**src/include/backend_macros.svh**
```systemverilog
`ifndef BACKEND_MACROS_SVH
`define BACKEND_MACROS_SVH

// Datapath width in bits
`define XLEN 32

// Integer register count, x0 included
`define NUM_REGS 32

// Multiplier operand bits retired per cycle
// Multiplier latency is XLEN / MUL_STEP cycles
`define MUL_STEP 8

// First PC the pipeline expects after reset
`define RESET_PC 32'h0000_0000

`endif

```
**src/hdl/backend_pkg.sv**
```systemverilog
`include "backend_macros.svh"

package backend_pkg;

  typedef logic [`XLEN-1:0] word_t;
  typedef logic [4:0]       reg_idx_t;

  // Pre-decoded operations
  typedef enum logic [2:0] {
    OP_ADD,
    OP_SUB,
    OP_AND,
    OP_OR,
    OP_XOR,
    OP_MUL,
    OP_BEQ,
    OP_JAL
  } op_e;

  // Where a stage takes its result from
  typedef enum logic {
    FU_ALU,
    FU_MUL
  } func_unit_e;

  typedef enum logic [1:0] {
    ST_NORMAL,
    ST_MISPREDICT,
    ST_FLUSH
  } issue_state_e;

  // Instruction as delivered by the frontend
  // Operand B of ALU ops is rs2 plus imm, so one of them is usually zero
  typedef struct packed {
    word_t    pc;
    op_e      op;
    reg_idx_t rd;
    reg_idx_t rs1;
    reg_idx_t rs2;
    word_t    imm;
    logic     redirected;
  } fetch_instr_t;

  // Retire report, also the register file write port
  typedef struct packed {
    logic     valid;
    word_t    pc;
    reg_idx_t rd;
    word_t    data;
  } commit_t;

  typedef struct packed {
    logic     pending;
    reg_idx_t rd;
    logic     data_valid;
    word_t    data;
  } stage_fwd_t;

endpackage

```
**src/hdl/int_reg_file.sv**
```systemverilog
`timescale 1ns/1ps
`include "backend_macros.svh"

module int_reg_file import backend_pkg::*; (
  input  logic     clk_i,
  input  logic     rst_ni,
  input  reg_idx_t raddr_a_i,
  input  reg_idx_t raddr_b_i,
  output word_t    rdata_a_o,
  output word_t    rdata_b_o,
  input  commit_t  wr_i
);

  word_t regs_q [`NUM_REGS];

  always_ff @(posedge clk_i or negedge rst_ni) begin
    if (!rst_ni) begin
      for (int i = 0; i < `NUM_REGS; i++) begin
        regs_q[i] <= '0;
      end
    end else if (wr_i.valid && wr_i.rd != '0) begin
      regs_q[wr_i.rd] <= wr_i.data;
    end
  end

  // x0 always reads zero
  assign rdata_a_o = (raddr_a_i == '0) ? '0 : regs_q[raddr_a_i];
  assign rdata_b_o = (raddr_b_i == '0) ? '0 : regs_q[raddr_b_i];

endmodule

```
**src/hdl/operand_bypass.sv**
```systemverilog
`timescale 1ns/1ps

module operand_bypass import backend_pkg::*; (
  input  fetch_instr_t de_instr_i,
  input  word_t        rf_rs1_i,
  input  word_t        rf_rs2_i,
  input  stage_fwd_t   ex1_fwd_i,
  input  stage_fwd_t   ex2_fwd_i,
  output word_t        rs1_o,
  output word_t        rs2_o,
  output logic         data_hazard_o
);

  // A stage is a source for idx if it will write that register
  function automatic logic fwd_hit(stage_fwd_t fwd, reg_idx_t idx);
    return fwd.pending && fwd.rd == idx && idx != '0;
  endfunction

  // EX2 is checked first so the younger EX1 value wins
  always_comb begin
    rs1_o = rf_rs1_i;
    rs2_o = rf_rs2_i;
    data_hazard_o = 1'b0;

    if (fwd_hit(ex2_fwd_i, de_instr_i.rs1)) begin
      if (ex2_fwd_i.data_valid) begin
        rs1_o = ex2_fwd_i.data;
      end else begin
        data_hazard_o = 1'b1;
      end
    end
    if (fwd_hit(ex1_fwd_i, de_instr_i.rs1)) begin
      if (ex1_fwd_i.data_valid) begin
        rs1_o = ex1_fwd_i.data;
      end else begin
        data_hazard_o = 1'b1;
      end
    end

    if (fwd_hit(ex2_fwd_i, de_instr_i.rs2)) begin
      if (ex2_fwd_i.data_valid) begin
        rs2_o = ex2_fwd_i.data;
      end else begin
        data_hazard_o = 1'b1;
      end
    end
    if (fwd_hit(ex1_fwd_i, de_instr_i.rs2)) begin
      if (ex1_fwd_i.data_valid) begin
        rs2_o = ex1_fwd_i.data;
      end else begin
        data_hazard_o = 1'b1;
      end
    end
  end

endmodule

```
**src/hdl/iter_multiplier.sv**
```systemverilog
`timescale 1ns/1ps
`include "backend_macros.svh"

module iter_multiplier import backend_pkg::*; (
  input  logic  clk_i,
  input  logic  rst_ni,
  input  logic  req_valid_i,
  output logic  req_ready_o,
  input  word_t operand_a_i,
  input  word_t operand_b_i,
  output logic  resp_valid_o,
  output word_t resp_data_o
);

  localparam int unsigned num_steps = `XLEN / `MUL_STEP;
  localparam int unsigned cnt_w = $clog2(num_steps);

  logic             busy_q;
  logic [cnt_w-1:0] cnt_q;
  logic             resp_valid_q;
  logic             accept;

  word_t acc_q, acc_d;
  word_t mcand_q;
  word_t mplier_q;

  assign req_ready_o = !busy_q;
  assign accept = req_valid_i && req_ready_o;

  // One step adds up to MUL_STEP shifted copies of the multiplicand
  always_comb begin
    acc_d = acc_q;
    for (int i = 0; i < `MUL_STEP; i++) begin
      if (mplier_q[i]) begin
        acc_d = acc_d + (mcand_q << i);
      end
    end
  end

  always_ff @(posedge clk_i or negedge rst_ni) begin
    if (!rst_ni) begin
      busy_q <= 1'b0;
      cnt_q <= '0;
      resp_valid_q <= 1'b0;
    end else begin
      resp_valid_q <= 1'b0;
      if (accept) begin
        busy_q <= 1'b1;
        cnt_q <= '0;
      end else if (busy_q) begin
        cnt_q <= cnt_q + 1'b1;
        if (cnt_q == cnt_w'(num_steps - 1)) begin
          busy_q <= 1'b0;
          resp_valid_q <= 1'b1;
        end
      end
    end
  end

  // Multiplicand moves up and multiplier moves down by one step each cycle
  always_ff @(posedge clk_i) begin
    if (accept) begin
      acc_q <= '0;
      mcand_q <= operand_a_i;
      mplier_q <= operand_b_i;
    end else if (busy_q) begin
      acc_q <= acc_d;
      mcand_q <= mcand_q << `MUL_STEP;
      mplier_q <= mplier_q >> `MUL_STEP;
    end
  end

  assign resp_valid_o = resp_valid_q;
  assign resp_data_o = acc_q;

  // Issue logic must hold MULs back while a product is in progress
  no_req_while_busy: assert property (
    @(posedge clk_i) disable iff (!rst_ni) busy_q |-> !req_valid_i
  );

endmodule

```
**src/hdl/exec_pipe.sv**
```systemverilog
`timescale 1ns/1ps
`include "backend_macros.svh"

module exec_pipe import backend_pkg::*; (
  input  logic         clk_i,
  input  logic         rst_ni,
  input  logic         issue_i,
  input  fetch_instr_t de_instr_i,
  input  word_t        rs1_i,
  input  word_t        rs2_i,
  input  logic         mul_valid_i,
  input  word_t        mul_data_i,
  output logic         mul_req_o,
  output stage_fwd_t   ex1_fwd_o,
  output stage_fwd_t   ex2_fwd_o,
  output logic         ex1_ready_o,
  output word_t        expected_pc_o,
  output commit_t      commit_o
);

  typedef struct packed {
    logic       pending;
    func_unit_e select;
    reg_idx_t   rd;
    word_t      pc;
    word_t      data;
  } stage_t;

  stage_t ex1_q, ex1_d;
  stage_t ex2_q, ex2_d;
  word_t  expected_pc_q, expected_pc_d;

  word_t operand_b;
  word_t link_pc;
  word_t target_pc;
  word_t alu_result;
  logic  branch_taken;

  logic  ex1_data_valid;
  word_t ex1_data;
  logic  ex2_data_valid;
  word_t ex2_data;
  logic  ex2_ready;

  ////////////////////////////////////////////////////////////////////////////
  // ALU and branch compare
  ////////////////////////////////////////////////////////////////////////////

  assign operand_b    = rs2_i + de_instr_i.imm;
  assign link_pc      = de_instr_i.pc + word_t'(4);
  assign target_pc    = de_instr_i.pc + de_instr_i.imm;
  assign branch_taken = rs1_i == rs2_i;

  // Jumps and branches carry the link value
  always_comb begin
    case (de_instr_i.op)
      OP_ADD:  alu_result = rs1_i + operand_b;
      OP_SUB:  alu_result = rs1_i - operand_b;
      OP_AND:  alu_result = rs1_i & operand_b;
      OP_OR:   alu_result = rs1_i | operand_b;
      OP_XOR:  alu_result = rs1_i ^ operand_b;
      default: alu_result = link_pc;
    endcase
  end

  assign mul_req_o = issue_i && de_instr_i.op == OP_MUL;

  ////////////////////////////////////////////////////////////////////////////
  // EX1 stage
  ////////////////////////////////////////////////////////////////////////////

  assign ex2_ready   = !ex2_q.pending || ex2_data_valid;
  assign ex1_ready_o = ex2_ready || !ex1_q.pending;

  always_comb begin
    case (ex1_q.select)
      // A response seen while EX2 waits on a MUL belongs to EX2
      FU_MUL: begin
        ex1_data_valid = mul_valid_i && ex2_q.select != FU_MUL;
        ex1_data = mul_data_i;
      end
      default: begin
        ex1_data_valid = 1'b1;
        ex1_data = ex1_q.data;
      end
    endcase
  end

  always_comb begin
    ex1_d = ex1_q;
    expected_pc_d = expected_pc_q;

    // Keep an early result even if EX1 cannot move on yet
    if (ex1_data_valid) begin
      ex1_d.select = FU_ALU;
      ex1_d.data = ex1_data;
    end

    if (ex2_ready) begin
      ex1_d.pending = 1'b0;
      ex1_d.select = FU_ALU;
      ex1_d.rd = '0;
    end

    if (issue_i) begin
      ex1_d.pending = 1'b1;
      ex1_d.select = (de_instr_i.op == OP_MUL) ? FU_MUL : FU_ALU;
      // Branches write no register
      ex1_d.rd = (de_instr_i.op == OP_BEQ) ? '0 : de_instr_i.rd;
      ex1_d.pc = de_instr_i.pc;
      ex1_d.data = alu_result;

      expected_pc_d = link_pc;
      if (de_instr_i.op == OP_JAL || (de_instr_i.op == OP_BEQ && branch_taken)) begin
        expected_pc_d = target_pc;
      end
    end
  end

  ////////////////////////////////////////////////////////////////////////////
  // EX2 stage
  ////////////////////////////////////////////////////////////////////////////

  always_comb begin
    case (ex2_q.select)
      FU_MUL: begin
        ex2_data_valid = mul_valid_i;
        ex2_data = mul_data_i;
      end
      default: begin
        ex2_data_valid = 1'b1;
        ex2_data = ex2_q.data;
      end
    endcase
  end

  always_comb begin
    ex2_d = ex2_q;

    if (ex2_data_valid) begin
      ex2_d.pending = 1'b0;
      ex2_d.select = FU_ALU;
      ex2_d.rd = '0;
    end

    if (ex1_q.pending && ex2_ready) begin
      ex2_d = ex1_q;
      if (ex1_data_valid) begin
        ex2_d.select = FU_ALU;
        ex2_d.data = ex1_data;
      end
    end
  end

  always_ff @(posedge clk_i or negedge rst_ni) begin
    if (!rst_ni) begin
      ex1_q <= '0;
      ex2_q <= '0;
      expected_pc_q <= `RESET_PC;
    end else begin
      ex1_q <= ex1_d;
      ex2_q <= ex2_d;
      expected_pc_q <= expected_pc_d;
    end
  end

  assign expected_pc_o = expected_pc_q;

  assign ex1_fwd_o = '{
    pending:    ex1_q.pending,
    rd:         ex1_q.rd,
    data_valid: ex1_data_valid,
    data:       ex1_data
  };

  assign ex2_fwd_o = '{
    pending:    ex2_q.pending,
    rd:         ex2_q.rd,
    data_valid: ex2_data_valid,
    data:       ex2_data
  };

  assign commit_o = '{
    valid: ex2_q.pending && ex2_data_valid,
    pc:    ex2_q.pc,
    rd:    ex2_q.rd,
    data:  ex2_data
  };

  // A multiplier response always finds its MUL waiting in EX2 and retires it
  mul_resp_commits: assert property (
    @(posedge clk_i) disable iff (!rst_ni)
    mul_valid_i |-> ex2_q.pending && ex2_q.select == FU_MUL && commit_o.valid
  );

endmodule

```
**src/hdl/issue_ctrl.sv**
```systemverilog
`timescale 1ns/1ps

module issue_ctrl import backend_pkg::*; (
  input  logic         clk_i,
  input  logic         rst_ni,
  input  logic         fetch_valid_i,
  output logic         fetch_ready_o,
  input  fetch_instr_t fetch_instr_i,
  input  logic         data_hazard_i,
  input  logic         ex1_ready_i,
  input  logic         mul_ready_i,
  input  word_t        expected_pc_i,
  output fetch_instr_t de_instr_o,
  output reg_idx_t     rs1_sel_o,
  output reg_idx_t     rs2_sel_o,
  output logic         issue_o,
  output logic         redirect_valid_o,
  output word_t        redirect_pc_o
);

  logic         de_valid_q;
  fetch_instr_t de_instr_q;
  logic         de_ready;

  issue_state_e state_q;
  issue_state_e state_d;

  logic pc_mismatch;
  logic struct_hazard;
  logic control_hazard;

  ////////////////////////////////////////////////////////////////////////////
  // Decode register
  ////////////////////////////////////////////////////////////////////////////

  assign fetch_ready_o = !de_valid_q || de_ready;

  always_ff @(posedge clk_i or negedge rst_ni) begin
    if (!rst_ni) begin
      de_valid_q <= 1'b0;
    end else if (fetch_valid_i && fetch_ready_o) begin
      de_valid_q <= 1'b1;
    end else if (de_valid_q && de_ready) begin
      de_valid_q <= 1'b0;
    end
  end

  always_ff @(posedge clk_i) begin
    if (fetch_valid_i && fetch_ready_o) begin
      de_instr_q <= fetch_instr_i;
    end
  end

  assign de_instr_o = de_instr_q;
  // Register file is read straight from the held instruction
  assign rs1_sel_o  = de_instr_q.rs1;
  assign rs2_sel_o  = de_instr_q.rs2;

  ////////////////////////////////////////////////////////////////////////////
  // Hazards
  ////////////////////////////////////////////////////////////////////////////

  // Only one MUL may be in the multiplier at a time
  assign struct_hazard = !ex1_ready_i || (de_instr_q.op == OP_MUL && !mul_ready_i);
  assign pc_mismatch   = expected_pc_i != de_instr_q.pc;

  // Wrong-path instructions are dropped until the redirected stream shows up
  always_comb begin
    case (state_q)
      ST_NORMAL: control_hazard = pc_mismatch;
      default:   control_hazard = !de_instr_q.redirected;
    endcase
  end

  assign issue_o  = de_valid_q && !data_hazard_i && !struct_hazard && !control_hazard;
  assign de_ready = (!data_hazard_i && !struct_hazard) || control_hazard;

  ////////////////////////////////////////////////////////////////////////////
  // Issue FSM and redirect
  ////////////////////////////////////////////////////////////////////////////

  assign redirect_valid_o = state_q == ST_NORMAL && de_valid_q && pc_mismatch;
  assign redirect_pc_o    = expected_pc_i;

  always_comb begin
    state_d = state_q;
    case (state_q)
      ST_NORMAL: begin
        if (redirect_valid_o) begin
          state_d = ST_MISPREDICT;
        end
      end
      // Anything issued here carries the redirected flag
      ST_MISPREDICT, ST_FLUSH: begin
        if (issue_o) begin
          state_d = ST_NORMAL;
        end
      end
      default: state_d = ST_FLUSH;
    endcase
  end

  always_ff @(posedge clk_i or negedge rst_ni) begin
    if (!rst_ni) begin
      state_q <= ST_FLUSH;
    end else begin
      state_q <= state_d;
    end
  end

  // An issued instruction was loaded last cycle or held over from it
  issue_needs_instr: assert property (
    @(posedge clk_i) disable iff (!rst_ni)
    issue_o |-> $past(fetch_valid_i && fetch_ready_o) || $past(de_valid_q && !de_ready)
  );

endmodule

```
**src/hdl/int_backend.sv**
```systemverilog
`timescale 1ns/1ps

module int_backend import backend_pkg::*; (
  input  logic         clk_i,
  input  logic         rst_ni,
  input  logic         fetch_valid_i,
  output logic         fetch_ready_o,
  input  fetch_instr_t fetch_instr_i,
  output logic         redirect_valid_o,
  output word_t        redirect_pc_o,
  output commit_t      commit_o
);

  fetch_instr_t de_instr;
  reg_idx_t     rs1_sel;
  reg_idx_t     rs2_sel;
  word_t        rf_rs1;
  word_t        rf_rs2;
  word_t        ex_rs1;
  word_t        ex_rs2;
  stage_fwd_t   ex1_fwd;
  stage_fwd_t   ex2_fwd;
  logic         data_hazard;
  logic         ex1_ready;
  logic         issue;
  word_t        expected_pc;
  logic         mul_req;
  logic         mul_ready;
  logic         mul_valid;
  word_t        mul_data;

  issue_ctrl issue_ctrl_inst (
    .clk_i            (clk_i),
    .rst_ni           (rst_ni),
    .fetch_valid_i    (fetch_valid_i),
    .fetch_ready_o    (fetch_ready_o),
    .fetch_instr_i    (fetch_instr_i),
    .data_hazard_i    (data_hazard),
    .ex1_ready_i      (ex1_ready),
    .mul_ready_i      (mul_ready),
    .expected_pc_i    (expected_pc),
    .de_instr_o       (de_instr),
    .rs1_sel_o        (rs1_sel),
    .rs2_sel_o        (rs2_sel),
    .issue_o          (issue),
    .redirect_valid_o (redirect_valid_o),
    .redirect_pc_o    (redirect_pc_o)
  );

  int_reg_file int_reg_file_inst (
    .clk_i     (clk_i),
    .rst_ni    (rst_ni),
    .raddr_a_i (rs1_sel),
    .raddr_b_i (rs2_sel),
    .rdata_a_o (rf_rs1),
    .rdata_b_o (rf_rs2),
    .wr_i      (commit_o)
  );

  operand_bypass operand_bypass_inst (
    .de_instr_i    (de_instr),
    .rf_rs1_i      (rf_rs1),
    .rf_rs2_i      (rf_rs2),
    .ex1_fwd_i     (ex1_fwd),
    .ex2_fwd_i     (ex2_fwd),
    .rs1_o         (ex_rs1),
    .rs2_o         (ex_rs2),
    .data_hazard_o (data_hazard)
  );

  exec_pipe exec_pipe_inst (
    .clk_i         (clk_i),
    .rst_ni        (rst_ni),
    .issue_i       (issue),
    .de_instr_i    (de_instr),
    .rs1_i         (ex_rs1),
    .rs2_i         (ex_rs2),
    .mul_valid_i   (mul_valid),
    .mul_data_i    (mul_data),
    .mul_req_o     (mul_req),
    .ex1_fwd_o     (ex1_fwd),
    .ex2_fwd_o     (ex2_fwd),
    .ex1_ready_o   (ex1_ready),
    .expected_pc_o (expected_pc),
    .commit_o      (commit_o)
  );

  iter_multiplier iter_multiplier_inst (
    .clk_i        (clk_i),
    .rst_ni       (rst_ni),
    .req_valid_i  (mul_req),
    .req_ready_o  (mul_ready),
    .operand_a_i  (ex_rs1),
    .operand_b_i  (ex_rs2),
    .resp_valid_o (mul_valid),
    .resp_data_o  (mul_data)
  );

endmodule

```
**config.mk**
```make
export PLATFORM = sky130hd
export DESIGN_NAME = int_backend
export DESIGN_NICKNAME = d
export VERILOG_FILES = /design/src/hdl/backend_pkg.sv /design/src/hdl/int_reg_file.sv /design/src/hdl/operand_bypass.sv /design/src/hdl/iter_multiplier.sv /design/src/hdl/exec_pipe.sv /design/src/hdl/issue_ctrl.sv /design/src/hdl/int_backend.sv
export VERILOG_INCLUDE_DIRS = /design/src /design/src/include
export SDC_FILE = /design/constraint.sdc
export NUM_CORES = 2
export LEC_CHECK = 0
export BUFFER_PORTS_ARGS = -buffer_cell sky130_fd_sc_hd__buf_2
export CORE_UTILIZATION = 60
export CTS_CLUSTER_SIZE = 10
export DETAILED_ROUTE_END_ITERATION = 12
export GPL_ROUTABILITY_DRIVEN = 0
export PLACE_DENSITY = 0.83
export SLEW_MARGIN = 20
export SYNTH_ARGS = -nofsm -noshare
export SYNTH_HDL_FRONTEND = slang
export SYNTH_SLANG_ARGS = --single-unit
```
**constraint.sdc**
```tcl
create_clock -name clk_i -period 14.79 [get_ports clk_i]
set_input_delay 0.7395 -clock clk_i [delete_from_list [all_inputs] [get_ports clk_i]]
set_output_delay 0.7395 -clock clk_i [all_outputs]
set_load 0.02 [all_outputs]
```
==> impl_metrics.tcl <==
set metrics [dict create \
    status "finished clean" \
    core-area_um2 150500 \
    startpoint "iter_multiplier_inst.mcand_q[1]$_SDFFCE_PN0P_" \
    grt_pass1_wl_mm 489.6 \
    fin_crit_ns 14.20 \
    final-max-slew-violation-count 0 \
    cpPeakStageDelay_ns 0.64 \
    async_reset_ff_share_pct 87.07 \
    synthCells 9309 \
    fmax_mhz 70.43 \
    rsz0062_at_grt "yes" \
    seq_area_um2 35220 \
    viasPerCell 7.287 \
    cts_max_level 4 \
    first_pass_iters 8 \
    synth_ff_type "dfrtp_1" \
    clkTransAtPathRegs_ns 0.07 \
    ant_nets 0 \
    cp_max_fo 5 \
    reg2reg_setup_slack_ns 0.59 \
    crit_top_cell "nand2_1" \
    crit_slowest_cell "or4b_2" \
    hold_viol 0 \
    worstHoldPathType "input pin to asynchronous set/reset pin" \
    cts_tree "yes" \
    drv_cap 0 \
    routed_wirelength_mm 328.0 \
    cp-start-kind "register" \
    drt_iter0_drc 12790 \
    clock_latency_ns 0.86 \
    die_w_um 392.1 \
    route.detailed.drc 0 \
    grt_max_degree 177 \
    grt_pass1_vias 81380 \
    area.growth.synth_to_final_pct 8.414 \
    dp_hpwl_mm 207.4 \
    post_drt_wl_per_cell_um 29.17 \
    synth-seq-area-share_pct 38.56 \
    fin_util_pct 65.78 \
    max_slew_margin_pct 10.96 \
    gr-total-overflow 0 \
    dieArea_um2 153700 \
    cts_buffer_depth 3 \
    syn_avg_cell_area_um2 9.808 \
    worst_slew_pin_slew_ns 1.319 \
    synth_top_area_share_pct 33.00 \
    start_util_pct 60.67 \
    layout.nets 9659 \
    period_share_pct 96.01 \
    io_pins 190 \
    syn-cell-area_um2 91300 \
    r2r-start "iter_multiplier_inst.mcand_q[1]$_SDFFCE_PN0P_" \
    arrival_ns 14.96 \
    setup_tns_ns 0 \
    rows 142 \
    crit_path_end_kind "register" \
    synth_edf_count 147 \
    die_y_um 392.1 \
    synth-seq-cells 1384 \
    multiInputGateArea_um2 52670 \
    yosysWarnings 0 \
    cts_root_buf "clkbuf_16" \
    antenna_found_initial 26 \
    routed-via-count 81960 \
    n_fill_cell 10850 \
    cts_sinks 1384 \
    synth_cell_types 90 \
    portBuffers 189 \
    crit_type "register to register" \
    drive_above_1_share_pct 16.18 \
    crit_required_ns 15.55 \
    cts_buffers 159 \
    yosysTopAreaCell "dfrtp_1" \
    setup_viol 0 \
    synth_area_leaders "dfrtp_1 33%, mux4_2 15%, a21oi_1 6.7%" \
    grtUsageTotal_pct 42.58 \
    final.setup_skew_ns 0.04841 \
    synth_nets 9815 \
]
-- synthesized netlist by cell type (52+ instances only) --
library cell,count
and3_1,52
nor3_1,116
dfrtp_1,1204
a21oi_1,1230
nor2b_1,55
nand3_1,125
edfxtp_1,147
a211oi_1,76
xor2_1,169
mux4_2,592
mux2_2,72
o22ai_1,57
inv_1,233
mux2i_1,210
a21o_1,146
buf_4,102
nor2_1,1204
ha_1,409
nand2_1,861
clkbuf_1,509
buf_2,68
o21ai_0,473
o21a_1,96
buf_1,60
xnor2_1,225
-- final timing paths --
kind,end,cells past startpoint
max,iter_multiplier_inst.resp_data_o[31]$_SDFFE_PP0P_,70
min in group clk_i,issue_ctrl_inst.de_instr_o[5]$_DFFE_PP_,1
max in group asynchronous,exec_pipe_inst.ex1_q[34]$_DFFE_PN0P_,4
max reg2reg,iter_multiplier_inst.resp_data_o[31]$_SDFFE_PP0P_,70
min,int_reg_file_inst.regs_q[441]$_DFFE_PN0P_,1
min reg2reg,int_reg_file_inst.regs_q[1013]$_DFFE_PN0P_,0
-- layout make-up --
class / count / area share (%)
flip-flops and latches: 1384 / 35.58
multi-input cells: 6926 / 53.21
diodes: 20 / 0.05056
inverters: 245 / 0.9303
clock buffers: 198 / 4.198
repair buffers: 437 / 3.108
clock inverters: 21 / 0.3805
well taps: 2016 / 2.548
-- state kept, by name (all words and copies together), names as in the netlist, 5 cells and up --
| register | cells |
|---|---|
| exec_pipe_inst.ex1_q | 65 |
| exec_pipe_inst.ex2_q | 33 |
| exec_pipe_inst.ex1_fwd_o | 6 |
| int_reg_file_inst.regs_q | 1024 |
| iter_multiplier_inst.mcand_q | 32 |
| exec_pipe_inst.commit_o | 37 |
| issue_ctrl_inst.de_instr_o | 73 |
| iter_multiplier_inst.resp_data_o | 32 |
| issue_ctrl_inst.rs2_sel_o | 5 |
| iter_multiplier_inst.mplier_q | 32 |
| issue_ctrl_inst.rs1_sel_o | 5 |
| exec_pipe_inst.expected_pc_o | 32 |
-- cell families after synthesis --
logic type | synth area share [%]
mux | 17.88
flops | 38.56
fa+ha+maj | 5.846
xor+xnor | 3.804
buf+inv | 4.736
compound gates | 16.51
simple gates | 12.66
-- repair_timing --
item,4_1_cts,5_1_grt
gates resized for setup,0,84
buffers inserted,0,11
endpoints found under the setup margin,0,6
hold buffers,0,0
-- placed cells by master (no fill, tap or decap), types with 45 or more instances in the layout --
| cell | n |
|---|---|
| a211oi_1 | 72 |
| a21o_1 | 146 |
| a21oi_1 | 1219 |
| and3_1 | 51 |
| buf_2 | 188 |
| buf_4 | 226 |
| clkbuf_16 | 160 |
| dfrtp_1 | 1203 |
| edfxtp_1 | 147 |
| ha_1 | 402 |
| inv_1 | 232 |
| mux2_2 | 72 |
| mux2i_1 | 177 |
| mux4_2 | 592 |
| nand2_1 | 858 |
| nand3_1 | 123 |
| nand4_1 | 45 |
| nor2_1 | 1179 |
| nor2b_1 | 54 |
| nor3_1 | 108 |
| o21a_1 | 96 |
| o21ai_0 | 459 |
| o22ai_1 | 57 |
| xnor2_1 | 225 |
| xor2_1 | 168 |
-- layer usage --
metal / up-vias / global-route usage [%] / part of all wire [%]
li1: 33470 / - / -
met1: 39190 / 49.60 / 32
met2: 6894 / 61.08 / 42
met3: 2370 / 18.12 / 16
met4: 34 / 34.55 / 9.9
met5: - / 2.105 / 0.23
-- per-stage QoR --
| step | instances | setup WS, ns | cell area [um^2] | hold WS, ns |
|---|---|---|---|---|
| finish | 11250 | 0.5905 | 98980 | 0.02368 |
| detailed placement | 10990 | 0.2194 | 93840 | 0.3833 |
| floorplan | 9309 | 1.329 | 91300 | 0.4386 |
| global route | 11230 | -0.1729 | 98950 | 0.05727 |
| global placement | 10990 | 0.6548 | 93800 | 0.3763 |
| CTS | 11210 | 0.1030 | 98380 | 0.02888 |
-- critical path: cells and delay by family (launching register included) --
family                     cells  cell delay, ns
AOI/OAI and AO/OA             27            5.31
buffers and inverters          2            0.27
adders and majority gates      8            2.78
DFF                            1            0.41
muxes                          3            0.84
and+or+nand+nor               22            3.37
xor gates and xnor gates       8            1.14
Power is left out: the tool's default activity adds up to more than one toggle a clock period on the data nets, which glitch-free logic cannot reach.
